$ cat src/hdl/mx_pkg.sv
// Matrix-vector engine shared sizes
// Array geometry, accumulator width and Wishbone register map

`default_nettype none

package mx_pkg;

  // Operand geometry
  localparam int unsigned ELEM_W    = 8;                   // Signed element
  localparam int unsigned ARRAY_H   = 4;                   // Elements per depth slice
  localparam int unsigned ARRAY_W   = 4;                   // X rows and accumulators
  localparam int unsigned DEPTH_D   = 2;                   // Slices per row
  localparam int unsigned TOT_DEPTH = ARRAY_H * DEPTH_D;   // Row length in elements
  localparam int unsigned ROW_W     = TOT_DEPTH * ELEM_W;  // 64 bits
  localparam int unsigned STEP_W    = (DEPTH_D > 1) ? $clog2(DEPTH_D) : 1;

  localparam int unsigned ACC_W = 20;  // Holds 8 products of -128 x -128
  localparam int unsigned CNT_W = 4;   // Leftover rows and columns

  // Bus
  localparam int unsigned ADR_W = 6;
  localparam int unsigned DAT_W = 32;

  localparam logic [ADR_W-1:0] REG_CTRL   = 6'h00;
  localparam logic [ADR_W-1:0] REG_CFG    = 6'h04;
  localparam logic [ADR_W-1:0] REG_ROW_LO = 6'h08;
  localparam logic [ADR_W-1:0] REG_ROW_HI = 6'h0C;
  localparam logic [ADR_W-1:0] REG_Y_LO   = 6'h10;
  localparam logic [ADR_W-1:0] REG_Y_HI   = 6'h14;
  localparam logic [ADR_W-1:0] REG_STATUS = 6'h18;
  localparam logic [ADR_W-1:0] REG_RES0   = 6'h20;  // One word per row after this

  // STATUS bits
  localparam int unsigned ST_BUSY = 0;
  localparam int unsigned ST_DONE = 1;
  localparam int unsigned ST_FULL = 2;

endpackage

`default_nettype wire

$ cat src/hdl/mx_wb_regs.sv
// Wishbone classic register slave
// Holds configuration, row assembly and Y vector, turns writes into engine pulses

`timescale 1ns/10ps
`default_nettype none

module mx_wb_regs (
  input  wire logic                                            clk_i,
  input  wire logic                                            rst_ni,
  input  wire logic                                            wb_cyc_i,
  input  wire logic                                            wb_stb_i,
  input  wire logic                                            wb_we_i,
  input  wire logic [mx_pkg::ADR_W-1:0]                        wb_adr_i,
  input  wire logic [mx_pkg::DAT_W-1:0]                        wb_dat_i,
  output logic      [mx_pkg::DAT_W-1:0]                        wb_dat_o,
  output logic                                                 wb_ack_o,
  input  wire logic                                            full_i,
  input  wire logic                                            busy_i,
  input  wire logic                                            done_i,
  input  wire logic [mx_pkg::ARRAY_W-1:0][mx_pkg::ACC_W-1:0]   result_i,
  output logic                                                 start_o,
  output logic                                                 clear_o,
  output logic                                                 load_o,
  output logic      [mx_pkg::ROW_W-1:0]                        row_o,
  output logic      [mx_pkg::CNT_W-1:0]                        rows_lftovr_o,
  output logic      [mx_pkg::CNT_W-1:0]                        cols_lftovr_o,
  output logic      [mx_pkg::TOT_DEPTH-1:0][mx_pkg::ELEM_W-1:0] y_vec_o
);

  localparam int unsigned HALF_Y = mx_pkg::TOT_DEPTH / 2;  // Elements per Y word

  logic                       ack_q;
  logic                       req;
  logic                       wr_ok;
  logic [mx_pkg::DAT_W-1:0]   row_lo_q;
  logic [mx_pkg::DAT_W-1:0]   rd_data;
  logic [mx_pkg::DAT_W-1:0]   rd_q;
  logic [mx_pkg::CNT_W-1:0]   rows_q, cols_q;
  logic                       done_q;
  logic [mx_pkg::TOT_DEPTH-1:0][mx_pkg::ELEM_W-1:0] y_q;

  // New request only when not already acknowledging, so ack never repeats
  assign req   = wb_cyc_i & wb_stb_i & ~ack_q;
  // Writes take effect in the ack cycle while the master still holds its signals
  assign wr_ok = ack_q & wb_cyc_i & wb_stb_i & wb_we_i & ~busy_i;

  always_ff @(posedge clk_i or negedge rst_ni) begin
    if (!rst_ni) begin
      ack_q <= 1'b0;
    end else begin
      ack_q <= req;
    end
  end

  assign clear_o = wr_ok & (wb_adr_i == mx_pkg::REG_CFG);
  assign load_o  = wr_ok & (wb_adr_i == mx_pkg::REG_ROW_HI);
  assign start_o = wr_ok & (wb_adr_i == mx_pkg::REG_CTRL) & wb_dat_i[0];
  assign row_o   = {wb_dat_i, row_lo_q};  // Element 0 in the low byte

  always_ff @(posedge clk_i or negedge rst_ni) begin
    if (!rst_ni) begin
      rows_q <= '0;
      cols_q <= '0;
      done_q <= 1'b0;
    end else begin
      if (clear_o) begin
        rows_q <= mx_pkg::CNT_W'(wb_dat_i[2:0]);
        cols_q <= wb_dat_i[6:3];
      end
      if (clear_o || start_o) begin
        done_q <= 1'b0;
      end else if (done_i) begin
        done_q <= 1'b1;  // Sticky until next CFG or start
      end
    end
  end

  // Row low word and Y vector
  always_ff @(posedge clk_i) begin
    if (wr_ok && wb_adr_i == mx_pkg::REG_ROW_LO) begin
      row_lo_q <= wb_dat_i;
    end
    if (wr_ok && wb_adr_i == mx_pkg::REG_Y_LO) begin
      y_q[HALF_Y-1:0] <= wb_dat_i;
    end
    if (wr_ok && wb_adr_i == mx_pkg::REG_Y_HI) begin
      y_q[mx_pkg::TOT_DEPTH-1:HALF_Y] <= wb_dat_i;
    end
  end

  always_comb begin
    rd_data = '0;  // Unmapped reads return zero
    case (wb_adr_i)
      mx_pkg::REG_CFG: begin
        rd_data[2:0] = rows_q[2:0];
        rd_data[6:3] = cols_q;
      end
      mx_pkg::REG_Y_LO:   rd_data = y_q[HALF_Y-1:0];
      mx_pkg::REG_Y_HI:   rd_data = y_q[mx_pkg::TOT_DEPTH-1:HALF_Y];
      mx_pkg::REG_STATUS: begin
        rd_data[mx_pkg::ST_BUSY] = busy_i;
        rd_data[mx_pkg::ST_DONE] = done_q;
        rd_data[mx_pkg::ST_FULL] = full_i;
      end
      default: rd_data = '0;
    endcase
    for (int n = 0; n < mx_pkg::ARRAY_W; n++) begin
      if (wb_adr_i == mx_pkg::ADR_W'(mx_pkg::REG_RES0 + 4 * n)) begin
        // Sign extension of the accumulator
        rd_data = {{(mx_pkg::DAT_W - mx_pkg::ACC_W){result_i[n][mx_pkg::ACC_W-1]}},
                   result_i[n]};
      end
    end
  end

  // Read data captured with the request, presented with ack
  always_ff @(posedge clk_i) begin
    if (req) begin
      rd_q <= rd_data;
    end
  end

  assign wb_dat_o      = rd_q;
  assign wb_ack_o      = ack_q;
  assign rows_lftovr_o = rows_q;
  assign cols_lftovr_o = cols_q;
  assign y_vec_o       = y_q;

endmodule

`default_nettype wire

$ cat src/hdl/mx_x_buffer.sv
// X operand staging buffer
// Loads full rows with column padding, shifts depth slices out, tracks full and empty

`timescale 1ns/10ps
`default_nettype none

module mx_x_buffer (
  input  wire logic                                    clk_i,
  input  wire logic                                    rst_ni,
  input  wire logic                                    clear_i,
  input  wire logic                                    load_i,
  input  wire logic                                    d_shift_i,
  input  wire logic [mx_pkg::CNT_W-1:0]                rows_lftovr_i,
  input  wire logic [mx_pkg::CNT_W-1:0]                cols_lftovr_i,
  input  wire logic [mx_pkg::ROW_W-1:0]                x_buffer_i,
  output logic [mx_pkg::ARRAY_W-1:0][mx_pkg::ARRAY_H-1:0][mx_pkg::ELEM_W-1:0] x_buffer_o,
  output logic                                         full_o,
  output logic                                         empty_o
);

  localparam int unsigned H = mx_pkg::ARRAY_H;
  localparam int unsigned W = mx_pkg::ARRAY_W;
  localparam int unsigned D = mx_pkg::DEPTH_D;
  localparam int unsigned E = mx_pkg::ELEM_W;

  logic [D-1:0][W-1:0][H-1:0][E-1:0] pad_q;
  logic [W-1:0][H-1:0][E-1:0]        out_q;
  logic [mx_pkg::CNT_W-1:0]          row_idx_q;
  logic [mx_pkg::CNT_W-1:0]          row_limit;
  logic [mx_pkg::CNT_W-1:0]          depth;
  logic [mx_pkg::CNT_W-1:0]          slots;
  logic [mx_pkg::CNT_W-1:0]          slot_q;
  logic [mx_pkg::CNT_W-1:0]          shift_cnt_q;
  logic                              load_ok;

  // Zero leftover means full size, oversize values are clamped
  assign depth = (cols_lftovr_i == '0 || cols_lftovr_i > mx_pkg::CNT_W'(mx_pkg::TOT_DEPTH)) ?
                 mx_pkg::CNT_W'(mx_pkg::TOT_DEPTH) : cols_lftovr_i;
  assign row_limit = (rows_lftovr_i == '0 || rows_lftovr_i > mx_pkg::CNT_W'(W)) ?
                     mx_pkg::CNT_W'(W) : rows_lftovr_i;
  assign slots = (depth + mx_pkg::CNT_W'(H - 1)) / mx_pkg::CNT_W'(H);  // ceil(depth/H)

  assign full_o  = (row_idx_q >= row_limit);
  assign load_ok = load_i & ~full_o;

  always_ff @(posedge clk_i or negedge rst_ni) begin
    if (!rst_ni) begin
      pad_q <= '0;
      out_q <= '0;
    end else if (clear_i) begin
      pad_q <= '0;
      out_q <= '0;
    end else if (load_ok) begin
      for (int d = 0; d < D; d++) begin
        for (int h = 0; h < H; h++) begin
          // Columns at or past the effective depth are padded
          pad_q[d][row_idx_q][h] <= ((H * d + h) < int'(depth)) ?
                                    x_buffer_i[(H * d + h) * E +: E] : '0;
        end
      end
    end else if (d_shift_i) begin
      out_q <= pad_q[0];
      for (int d = 0; d < D - 1; d++) begin
        pad_q[d] <= pad_q[d + 1];
      end
      pad_q[D-1] <= '0;  // Top slice fills with zero
    end
  end

  // Rows loaded since the last clear
  always_ff @(posedge clk_i or negedge rst_ni) begin
    if (!rst_ni) begin
      row_idx_q <= '0;
    end else if (clear_i) begin
      row_idx_q <= '0;
    end else if (load_ok) begin
      row_idx_q <= row_idx_q + 1'b1;
    end
  end

  // Slot count follows the config between shift sequences
  always_ff @(posedge clk_i or negedge rst_ni) begin
    if (!rst_ni) begin
      slot_q <= mx_pkg::CNT_W'(D);
    end else if (shift_cnt_q == '0) begin
      slot_q <= slots;
    end
  end

  always_ff @(posedge clk_i or negedge rst_ni) begin
    if (!rst_ni) begin
      shift_cnt_q <= '0;
    end else if (clear_i || empty_o) begin
      shift_cnt_q <= '0;  // Rewind once drained
    end else if (d_shift_i) begin
      shift_cnt_q <= shift_cnt_q + 1'b1;
    end
  end

  assign empty_o    = (shift_cnt_q == slot_q);
  assign x_buffer_o = out_q;

endmodule

`default_nettype wire

$ cat src/hdl/mx_sequencer.sv
// Run controller
// Issues depth shifts until the buffer drains, then accumulate enables and done

`timescale 1ns/10ps
`default_nettype none

module mx_sequencer (
  input  wire logic                       clk_i,
  input  wire logic                       rst_ni,
  input  wire logic                       start_i,
  input  wire logic                       empty_i,
  output logic                            d_shift_o,
  output logic                            acc_en_o,
  output logic                            acc_clr_o,
  output logic [mx_pkg::STEP_W-1:0]       step_o,
  output logic                            busy_o,
  output logic                            done_o
);

  typedef enum logic [1:0] {
    S_IDLE,
    S_SHIFT,
    S_DRAIN
  } state_e;

  state_e                      state_q;
  logic [mx_pkg::STEP_W-1:0]   step_cnt_q;
  logic [mx_pkg::STEP_W-1:0]   step_q;
  logic                        acc_en_q;

  always_ff @(posedge clk_i or negedge rst_ni) begin
    if (!rst_ni) begin
      state_q <= S_IDLE;
    end else begin
      case (state_q)
        S_IDLE:  if (start_i) state_q <= S_SHIFT;
        S_SHIFT: if (empty_i) state_q <= S_DRAIN;
        S_DRAIN: state_q <= S_IDLE;  // Last accumulate has landed
        default: state_q <= S_IDLE;
      endcase
    end
  end

  assign acc_clr_o = (state_q == S_IDLE) & start_i;
  assign d_shift_o = (state_q == S_SHIFT) & ~empty_i;

  // Output slice lags the shift by one cycle
  always_ff @(posedge clk_i or negedge rst_ni) begin
    if (!rst_ni) begin
      step_cnt_q <= '0;
      step_q     <= '0;
      acc_en_q   <= 1'b0;
    end else begin
      acc_en_q <= d_shift_o;
      if (d_shift_o) begin
        step_q <= step_cnt_q;
      end
      if (acc_clr_o) begin
        step_cnt_q <= '0;
      end else if (d_shift_o) begin
        step_cnt_q <= step_cnt_q + 1'b1;
      end
    end
  end

  assign acc_en_o = acc_en_q;
  assign step_o   = step_q;
  assign busy_o   = (state_q != S_IDLE);
  assign done_o   = (state_q == S_DRAIN);

endmodule

`default_nettype wire

$ cat src/hdl/mx_dot_array.sv
// Dot product array
// One row of signed multipliers per X row, each summed into its own accumulator

`timescale 1ns/10ps
`default_nettype none

module mx_dot_array (
  input  wire logic                                       clk_i,
  input  wire logic                                       rst_ni,
  input  wire logic                                       acc_clr_i,
  input  wire logic                                       acc_en_i,
  input  wire logic [mx_pkg::STEP_W-1:0]                  step_i,
  input  wire logic [mx_pkg::ARRAY_W-1:0][mx_pkg::ARRAY_H-1:0][mx_pkg::ELEM_W-1:0] x_slice_i,
  input  wire logic [mx_pkg::TOT_DEPTH-1:0][mx_pkg::ELEM_W-1:0] y_vec_i,
  output logic      [mx_pkg::ARRAY_W-1:0][mx_pkg::ACC_W-1:0]   result_o
);

  localparam int unsigned H = mx_pkg::ARRAY_H;
  localparam int unsigned W = mx_pkg::ARRAY_W;

  logic signed [2*mx_pkg::ELEM_W-1:0] prod [W][H];
  logic signed [mx_pkg::ACC_W-1:0]    row_sum [W];
  logic [mx_pkg::ELEM_W-1:0]          y_sel [H];
  logic [W-1:0][mx_pkg::ACC_W-1:0]    acc_q;

  always_comb begin
    for (int h = 0; h < H; h++) begin
      y_sel[h] = y_vec_i[int'(step_i) * H + h];  // Y slice matching this step
    end
    for (int w = 0; w < W; w++) begin
      row_sum[w] = '0;
      for (int h = 0; h < H; h++) begin
        prod[w][h] = $signed(x_slice_i[w][h]) * $signed(y_sel[h]);
        row_sum[w] = row_sum[w] + mx_pkg::ACC_W'(prod[w][h]);
      end
    end
  end

  always_ff @(posedge clk_i or negedge rst_ni) begin
    if (!rst_ni) begin
      acc_q <= '0;
    end else if (acc_clr_i) begin
      acc_q <= '0;
    end else if (acc_en_i) begin
      for (int w = 0; w < W; w++) begin
        acc_q[w] <= acc_q[w] + row_sum[w];
      end
    end
  end

  assign result_o = acc_q;

endmodule

`default_nettype wire

$ cat src/hdl/mx_top.sv
// Matrix-vector engine top
// Wishbone registers, X staging buffer, run sequencer and dot array

`timescale 1ns/10ps
`default_nettype none

module mx_top (
  input  wire logic                       clk_i,
  input  wire logic                       rst_ni,
  input  wire logic                       wb_cyc_i,
  input  wire logic                       wb_stb_i,
  input  wire logic                       wb_we_i,
  input  wire logic [mx_pkg::ADR_W-1:0]   wb_adr_i,
  input  wire logic [mx_pkg::DAT_W-1:0]   wb_dat_i,
  output logic      [mx_pkg::DAT_W-1:0]   wb_dat_o,
  output logic                            wb_ack_o
);

  logic                               start, clear, load;
  logic                               full, empty, busy, done;
  logic                               d_shift, acc_en, seq_acc_clr, acc_clr;
  logic [mx_pkg::STEP_W-1:0]          step;
  logic [mx_pkg::ROW_W-1:0]           row;
  logic [mx_pkg::CNT_W-1:0]           rows_lftovr, cols_lftovr;
  logic [mx_pkg::TOT_DEPTH-1:0][mx_pkg::ELEM_W-1:0]                    y_vec;
  logic [mx_pkg::ARRAY_W-1:0][mx_pkg::ACC_W-1:0]                       result;
  logic [mx_pkg::ARRAY_W-1:0][mx_pkg::ARRAY_H-1:0][mx_pkg::ELEM_W-1:0] x_slice;

  // Accumulators zero on run start and on every CFG write
  assign acc_clr = seq_acc_clr | clear;

  mx_wb_regs i_regs (
    .clk_i         (clk_i),
    .rst_ni        (rst_ni),
    .wb_cyc_i      (wb_cyc_i),
    .wb_stb_i      (wb_stb_i),
    .wb_we_i       (wb_we_i),
    .wb_adr_i      (wb_adr_i),
    .wb_dat_i      (wb_dat_i),
    .wb_dat_o      (wb_dat_o),
    .wb_ack_o      (wb_ack_o),
    .full_i        (full),
    .busy_i        (busy),
    .done_i        (done),
    .result_i      (result),
    .start_o       (start),
    .clear_o       (clear),
    .load_o        (load),
    .row_o         (row),
    .rows_lftovr_o (rows_lftovr),
    .cols_lftovr_o (cols_lftovr),
    .y_vec_o       (y_vec)
  );

  mx_x_buffer i_x_buffer (
    .clk_i         (clk_i),
    .rst_ni        (rst_ni),
    .clear_i       (clear),
    .load_i        (load),
    .d_shift_i     (d_shift),
    .rows_lftovr_i (rows_lftovr),
    .cols_lftovr_i (cols_lftovr),
    .x_buffer_i    (row),
    .x_buffer_o    (x_slice),
    .full_o        (full),
    .empty_o       (empty)
  );

  mx_sequencer i_sequencer (
    .clk_i     (clk_i),
    .rst_ni    (rst_ni),
    .start_i   (start),
    .empty_i   (empty),
    .d_shift_o (d_shift),
    .acc_en_o  (acc_en),
    .acc_clr_o (seq_acc_clr),
    .step_o    (step),
    .busy_o    (busy),
    .done_o    (done)
  );

  mx_dot_array i_dot_array (
    .clk_i     (clk_i),
    .rst_ni    (rst_ni),
    .acc_clr_i (acc_clr),
    .acc_en_i  (acc_en),
    .step_i    (step),
    .x_slice_i (x_slice),
    .y_vec_i   (y_vec),
    .result_o  (result)
  );

endmodule

`default_nettype wire

$ cat config.mk
export PLATFORM = sky130hd
export DESIGN_NAME = mx_top
export DESIGN_NICKNAME = d
export VERILOG_FILES = /design/src/hdl/mx_pkg.sv /design/src/hdl/mx_wb_regs.sv /design/src/hdl/mx_x_buffer.sv /design/src/hdl/mx_sequencer.sv /design/src/hdl/mx_dot_array.sv /design/src/hdl/mx_top.sv
export SDC_FILE = /design/constraint.sdc
export NUM_CORES = 2
export LEC_CHECK = 0
export ABC_CLOCK_PERIOD_IN_PS = 10450
export BUFFER_PORTS_ARGS = -buffer_cell sky130_fd_sc_hd__buf_2
export CAP_MARGIN = 20
export CORE_MARGIN = 2
export CORE_UTILIZATION = 59
export DETAILED_ROUTE_END_ITERATION = 6
export GPL_TIMING_DRIVEN = 0
export HOLD_SLACK_MARGIN = 0.08
export PLACE_DENSITY = 0.78
export SYNTH_ARGS = -nofsm -noshare
export SYNTH_HDL_FRONTEND = slang
export SYNTH_SLANG_ARGS = --single-unit
$ cat constraint.sdc
create_clock -name clk_i -period 10.45 [get_ports clk_i]
set_input_delay 3.135 -clock clk_i [delete_from_list [all_inputs] [get_ports clk_i]]
set_output_delay 3.135 -clock clk_i [all_outputs]
set_load 0.1 [all_outputs]
# Word-level counts from Yosys, hierarchy flattened
# Index checks and enable logic that the tools add are counted.
[totals]
ff_bits = 616
latchBits = 0
mem_bits_rw = 0
mem_bits_ro = 0
wordCells = 246
memories = 0
[op_classes]
add_sub_neg = 23
mul = 16
div_mod_pow = 0
n_lt_le_gt_ge = 17
n_eq_ne = 16
shifts = 0
mux = 60
bitwise = 18
n_reduce_logical = 23
[ops]
columns = ["operator", "n"]
rows = [
  ["bitwise mux 128 bit", 8],
  ["2-to-1 mux 256 bit", 3],
  ["2-to-1 mux 128 bit", 3],
  ["demux 32 bit (select 2 bit)", 4],
  ["multiplier 8 x 8 -> 16 bit", 16],
  ["2-to-1 mux 32 bit", 5],
  ["2-to-1 mux 80 bit", 2],
  ["2-to-1 mux 8 bit", 14],
  ["< comparator 32 x 4 -> 1 bit (second input constant)", 3],
  ["adder 20 x 16 -> 20 bit", 4],
  ["adder 20 bit", 4],
  ["adder 17 x 16 -> 18 bit", 4],
  ["binary-select mux 8 bit (select 3 bit)", 3],
  ["adder 16 x 16 -> 17 bit", 4],
  ["case mux 25 bit (2 select lines)", 1],
  ["== test 6 bit (second input constant)", 4],
  ["2-to-1 mux 24 bit", 1],
  ["2-to-1 mux 4 bit", 5],
  ["== test 6 x 5 -> 1 bit (second input constant)", 3],
  ["< comparator 3 x 4 -> 1 bit (first input constant)", 4],
  ["2-to-1 mux 16 bit", 1],
  ["nonzero test 2 bit", 7],
  ["AND 1 bit", 13],
  ["== test 6 x 4 -> 1 bit (second input constant)", 2],
  ["34 further kinds", 55],
]

# Depth between registers and ports, before layout
[logic_depth]
ltp_word = 11
mapped_depth = 45

# By module
# From an unflattened synthesis, not the netlist that was laid out.
[unflattened]
cells_unflattened = 7377
hier_area_um2 = 74176.1
[by_module_without_submodules]
columns = ["module", "n_inst", "cells_per_inst", "area_each_um2", "seq_area_each_um2"]
rows = [
  ["mx_dot_array", 1, 5419, 51488.1, 2001.9],
  ["mx_x_buffer", 1, 1598, 16642.2, 9860.7],
  ["mx_wb_regs", 1, 340, 5815.6, 4068.9],
  ["mx_sequencer", 1, 19, 224.0, 125.1],
  ["mx_top", 1, 1, 6.3, 0.0],
]

# Worst setup path before layout
# No wires, ideal clock.
[synth_timing]
path_type = "reg2reg"
startpoint = "register i_sequencer.step_q (netlist: i_sequencer.step_o)"
endpoint = "register i_dot_array.acc_q (netlist bit i_dot_array.result_o[39])"
setup_time_ns = 0.094
arrival_ns = 11.200
setup_slack_ns = -0.844
stages_incl_launch_ff = 41
n_path_buf = 3
synth_period_minus_slack_ns = 11.294
cell_sequence = "dfrtp_1 > clkbuf_1 > clkbuf_1 > mux2_2 > clkbuf_1 > and2_1 > fa_1 > fa_1 > inv_1 > fa_1 > inv_1 > fa_1 > fa_1 > fa_1 > inv_1 > fa_1 > inv_1 > ha_1 > [... 5 more ...] > xor2_1 > fa_1 > inv_1 > fa_1 > inv_1 > fa_1 > inv_1 > fa_1 > inv_1 > fa_1 > inv_1 > ha_1 > a211o_1 > a311o_1 > a311o_1 > o311ai_1 > o31ai_1 > a211oi_1"
[synth_between]
elab_chain_len = 10
[synth_lines]
columns = ["element", "line_no", "rtl"]
rows = [
  ["from (decl)", "mx_sequencer.sv:28", "logic [mx_pkg::STEP_W-1:0] step_q;"],
  ["from (signal assigned)", "mx_sequencer.sv:56", "step_q <= step_cnt_q;"],
  ["adder 3 x 1 -> 4 bit", "mx_dot_array.sv:28", "y_sel[h] = y_vec_i[int'(step_i) * H + h];"],
  ["binary-select mux 8 bit (select 3 bit)", "mx_dot_array.sv:28", ""],
  ["2-to-1 mux 8 bit (not written as such)", "mx_dot_array.sv:28", ""],
  ["multiplier 8 x 8 -> 16 bit", "mx_dot_array.sv:33", "prod[w][h] = $signed(x_slice_i[w][h]) * $signed(y_sel[h]);"],
  ["adder 16 x 16 -> 17 bit", "mx_dot_array.sv:34", "row_sum[w] = row_sum[w] + mx_pkg::ACC_W'(prod[w][h]);"],
  ["adder 17 x 16 -> 18 bit", "mx_dot_array.sv:34", ""],
  ["adder 20 x 16 -> 20 bit *", "mx_dot_array.sv:34", ""],
  ["adder 20 bit *", "mx_dot_array.sv:46", "acc_q[w] <= acc_q[w] + row_sum[w];"],
  ["2-to-1 mux 80 bit *", "mx_dot_array.sv:44", "end else if (acc_en_i) begin"],
  ["2-to-1 mux 80 bit *", "mx_dot_array.sv:42", "end else if (acc_clr_i) begin"],
  ["to (signal, indexed assignment)", "mx_dot_array.sv:46", ""],
  ["to (decl)", "mx_dot_array.sv:24", "logic [W-1:0][mx_pkg::ACC_W-1:0] acc_q;"],
]
# Every way passes the cells marked *; elsewhere a longest branch is shown, timed or not. The select of a mux whose other input is x is not followed.
# A chain may end at the register's enable or synchronous reset.

# Worst setup path in the final report
[layout_timing]
startpoint = "register i_sequencer.step_q (netlist: i_sequencer.step_o)"
endpoint = "register i_dot_array.acc_q (netlist bit i_dot_array.result_o[59])"
# The elaborated chain is that of the path after synthesis.

==> impl_metrics.csv <==
group,metric,value,unit
routing,drt-wirelength-per-cell,26.3,µm
routing,first_pass_iters,7,
placement,hpwlAfterDp,199,mm
floorplan,die_h,359,µm
yosys,syn_inst,7487,
layout,final_util,0.677,
timing,tightest_slew,1.44,ns
global_routing,grt_max_degree,110,
timing,fin_crit,11.37,ns
yosys,synth_edf_count,128,
yosys,syn_nets,9382,
global_routing,grt_overflow,0,
routing,routed_wl,251,mm
yosys,ys_ff_latch,616,
clocking,cts.path.max_buffers,3,
routing,route.detailed.drc,22,
placement,dpl_cell_area,77400,µm²
critical_path,rrSetupSlack,-0.92,ns
yosys,synth_common_cells,"inv_1, fa_1, nand2_1",
layout,fin_nets,9723,
placement,placedCellCount,9229,
yosys,synth_area,74300,µm²
clocking,cts-buffers-inserted,61,
timing,maxSlewHeadroom,0.0410,
outcome,run_status,"complete, but fails checks",
floorplan,io-pin-count,76,
yosys,ys_async_sr_fraction,0.792,
floorplan,start_util,0.593,
clocking,cts_hold_buf,0,
routing,final_antenna_net_count,0,
clocking,h-tree-depth,2,
timing,whs,0.468,ns
routing,first_iter_violations,6406,
clocking,numClockSinks,616,
yosys,ys.flop_type,"dfrtp_1",
critical_path,r2r_cells,44,
routing,via_count,57300,
critical_path,setup.worst_path.end_class,"flip-flop",
clocking,cts_root_buf,"clkbuf_16",
critical_path,r2r-start,"i_sequencer.step_o",
global_routing,grt_pass1_wl,369,mm
yosys,yosysMostFrequentCell,"inv_1",
yosys,yosysSeqAreaShare,0.216,
yosys,syn_area_per_cell,9.92,µm²
critical_path,crit_end,"i_dot_array.result_o[59]",
placement,io_buffers,75,
critical_path,cp_data_required_time,11.05,ns
yosys,synth.area.top_cells,"fa_1, dfrtp_1, inv_1",
timing,fmax,0.0880,GHz
critical_path,critPathMaxFanout,8,
layout,drive_gt1_frac,0.140,
floorplan,rows,130,
critical_path,worstSetupPathType,"flip-flop to flip-flop",
layout,nFillCells,9147,
job,drv_cap,0,
layout,fin_cells,9553,
critical_path,arrival,11.97,ns
floorplan,core-area,125000,µm²
layout,area_growth,14.1,%
global_routing,grt_pass1_vias,60000,
critical_path,crit-reg2reg-capture,"i_dot_array.result_o[59]",
clocking,path_clk_slew,0.07,ns
yosys,yosys.area.top_type,"fa_1",
global_routing,antenna_found_initial,24,
floorplan,die-area,129000,µm²
yosys,yosys.cell_types.count,78,
timing,slew_viol_final,0,
critical_path,start_kind,"flip-flop",
critical_path,max_stage_delay,0.55,ns
yosys,synth_top_area_share,0.362,
critical_path,slowest_stage,"fa_2",
hold_path,hold_class,"flip-flop to flip-flop",
placement,gp_congestion,1.03,
timing,worst_slack,-0.919,ns
critical_path,startpoint,"i_sequencer.step_o",
outcome,violations,"design-rule violations, negative setup slack",
routing,viasPerCell,6.00,
floorplan,fp.dieW,359,µm
critical_path,cp_common_cell,"fa_1",
timing,final_hold_viol_count,0,
timing,rsz0062_at_grt,"true",
layout,stdcell_area,84800,µm²
clocking,cts_tree,"built",
timing,finalCritPeriodShare,1.09,
yosys,yosysWarnings,0,
timing,finClkSkew,0.0387,ns
global_routing,grt.total_usage,0.389,
clocking,clock_latency,0.69,ns
timing,setup_viol,36,
==> metal layers <==
layer	vias up	share of wire	track usage	routed length [µm]
met2	3678	0.44	0.582	109000
met1	29000	0.34	0.476	85400
met3	1001	0.14	0.145	36100
li1	23600	-	-	-
met4	22	0.080	0.251	20100
met5	-	0.00057	0	143
==> cells by family (layout without fill, tap and decap cells) <==
family | count (synthesis) | after routing | share of synthesized area
multiplexers | 98 | 98 | 0.0138
AO/OA/AOI/OAI | 854 | 854 | 0.0745
buffers and inverters | 2034 | 2428 | 0.105
adder cells (fa/ha/maj) | 1852 | 1852 | 0.448
AND/OR/NAND/NOR | 1862 | 1862 | 0.123
XOR/XNOR | 171 | 171 | 0.0202
flip-flops | 616 | 616 | 0.216
other | 0 | 22 | 0
==> state kept, by name, summed over array words and instances, names as in the netlist, 2 cells and up <==
signal,count
i_regs.row_lo_q,32
i_x_buffer.slot_q,2
i_regs.y_vec_o,64
i_dot_array.result_o,80
i_regs.rows_lftovr_o,3
i_x_buffer.x_buffer_o,128
i_regs.wb_dat_o,32
i_x_buffer.shift_cnt_q,4
i_sequencer.state_q,2
i_x_buffer.pad_q,256
i_regs.cols_lftovr_o,4
i_x_buffer.row_idx_q,4
==> worst max-delay path: cells and delay by family, from the launching register on <==
family | cells | cell delay [ns]
compound gates | 9 | 1.62
xor+xnor | 1 | 0.22
fa+ha+maj | 14 | 6.42
buf+inv | 14 | 1.29
flops | 1 | 0.39
mux | 2 | 0.60
simple gates | 4 | 0.72
==> area by class of cell <==
type	instances	area (µm²)	area share
buffer	329	2160	0.0255
clock inverter	30	430	0.00508
tap	1650	2060	0.0243
sequential	616	16100	0.189
antenna	22	55.1	0.000649
multi-input combinational	4837	53400	0.630
timing repair buffer	281	2370	0.0280
clock buffer	86	1820	0.0215
inverter	1702	6390	0.0753
==> worst min path at each step <==
stage / endpoint / cells after the start / slack [ns] / startpoint
floorplan: i_x_buffer.pad_q[85] / 2 / 0.44 / i_x_buffer.pad_q[213]
global placement: i_x_buffer.pad_q[92] / 2 / 0.44 / i_x_buffer.pad_q[220]
detailed placement: i_x_buffer.pad_q[95] / 2 / 0.45 / i_x_buffer.pad_q[223]
CTS: i_x_buffer.pad_q[65] / 2 / 0.46 / i_x_buffer.pad_q[193]
global route: i_x_buffer.pad_q[65] / 2 / 0.49 / i_x_buffer.pad_q[193]
finish: i_x_buffer.pad_q[65] / 2 / 0.47 / i_x_buffer.pad_q[193]
==> stage by stage <==
step           setup slack [ns]  setup TNS (ns)
2_1_floorplan            -0.131          -0.131
3_3_place_gp              -3.78        -1893.49
3_5_place_dp              -2.48          -64.52
4_1_cts                  -0.875          -15.07
5_1_grt                   -1.13          -26.76
6_report                 -0.919          -17.92
==> layout by cell type (no fill, tap or decap), types with 20 or more instances in the layout <==
| cell type | count |
|---|---|
| clkbuf_1 | 162 |
| a222oi_1 | 22 |
| and2_1 | 507 |
| a21o_1 | 33 |
| ha_4 | 67 |
| fa_2 | 47 |
| fa_1 | 1298 |
| nand2b_1 | 20 |
| and2_4 | 27 |
| buf_4 | 156 |
| buf_1 | 67 |
| a21oi_2 | 31 |
| a21oi_1 | 133 |
| inv_2 | 91 |
| xnor2_1 | 96 |
| o21a_1 | 29 |
| o21ai_0 | 251 |
| xor2_1 | 26 |
| buf_6 | 35 |
| ha_1 | 432 |
| mux2i_1 | 58 |
| nand2_2 | 21 |
| edfxtp_1 | 128 |
| mux2_4 | 20 |
| or2_2 | 71 |
| clkbuf_16 | 87 |
| nand3_1 | 148 |
| inv_1 | 1610 |
| a22o_1 | 124 |
| nor2b_1 | 26 |
| a22oi_1 | 49 |
| nor2_1 | 282 |
| nand2_1 | 626 |
| clkbuf_8 | 32 |
| diode_2 | 22 |
| dfrtp_1 | 487 |
| buf_2 | 99 |
==> repair_timing <==
| item | in CTS | in global routing |
|---|---|---|
| cloned | 1 | 1 |
| buffers inserted | 110 | 84 |
| endpoints found under the setup margin | 52 | 47 |
| pin swaps | 250 | 329 |
| gates resized for setup | 514 | 301 |
Power is left out: the tool's default activity adds up to more than one toggle a clock period on the data nets, which glitch-free logic cannot reach.
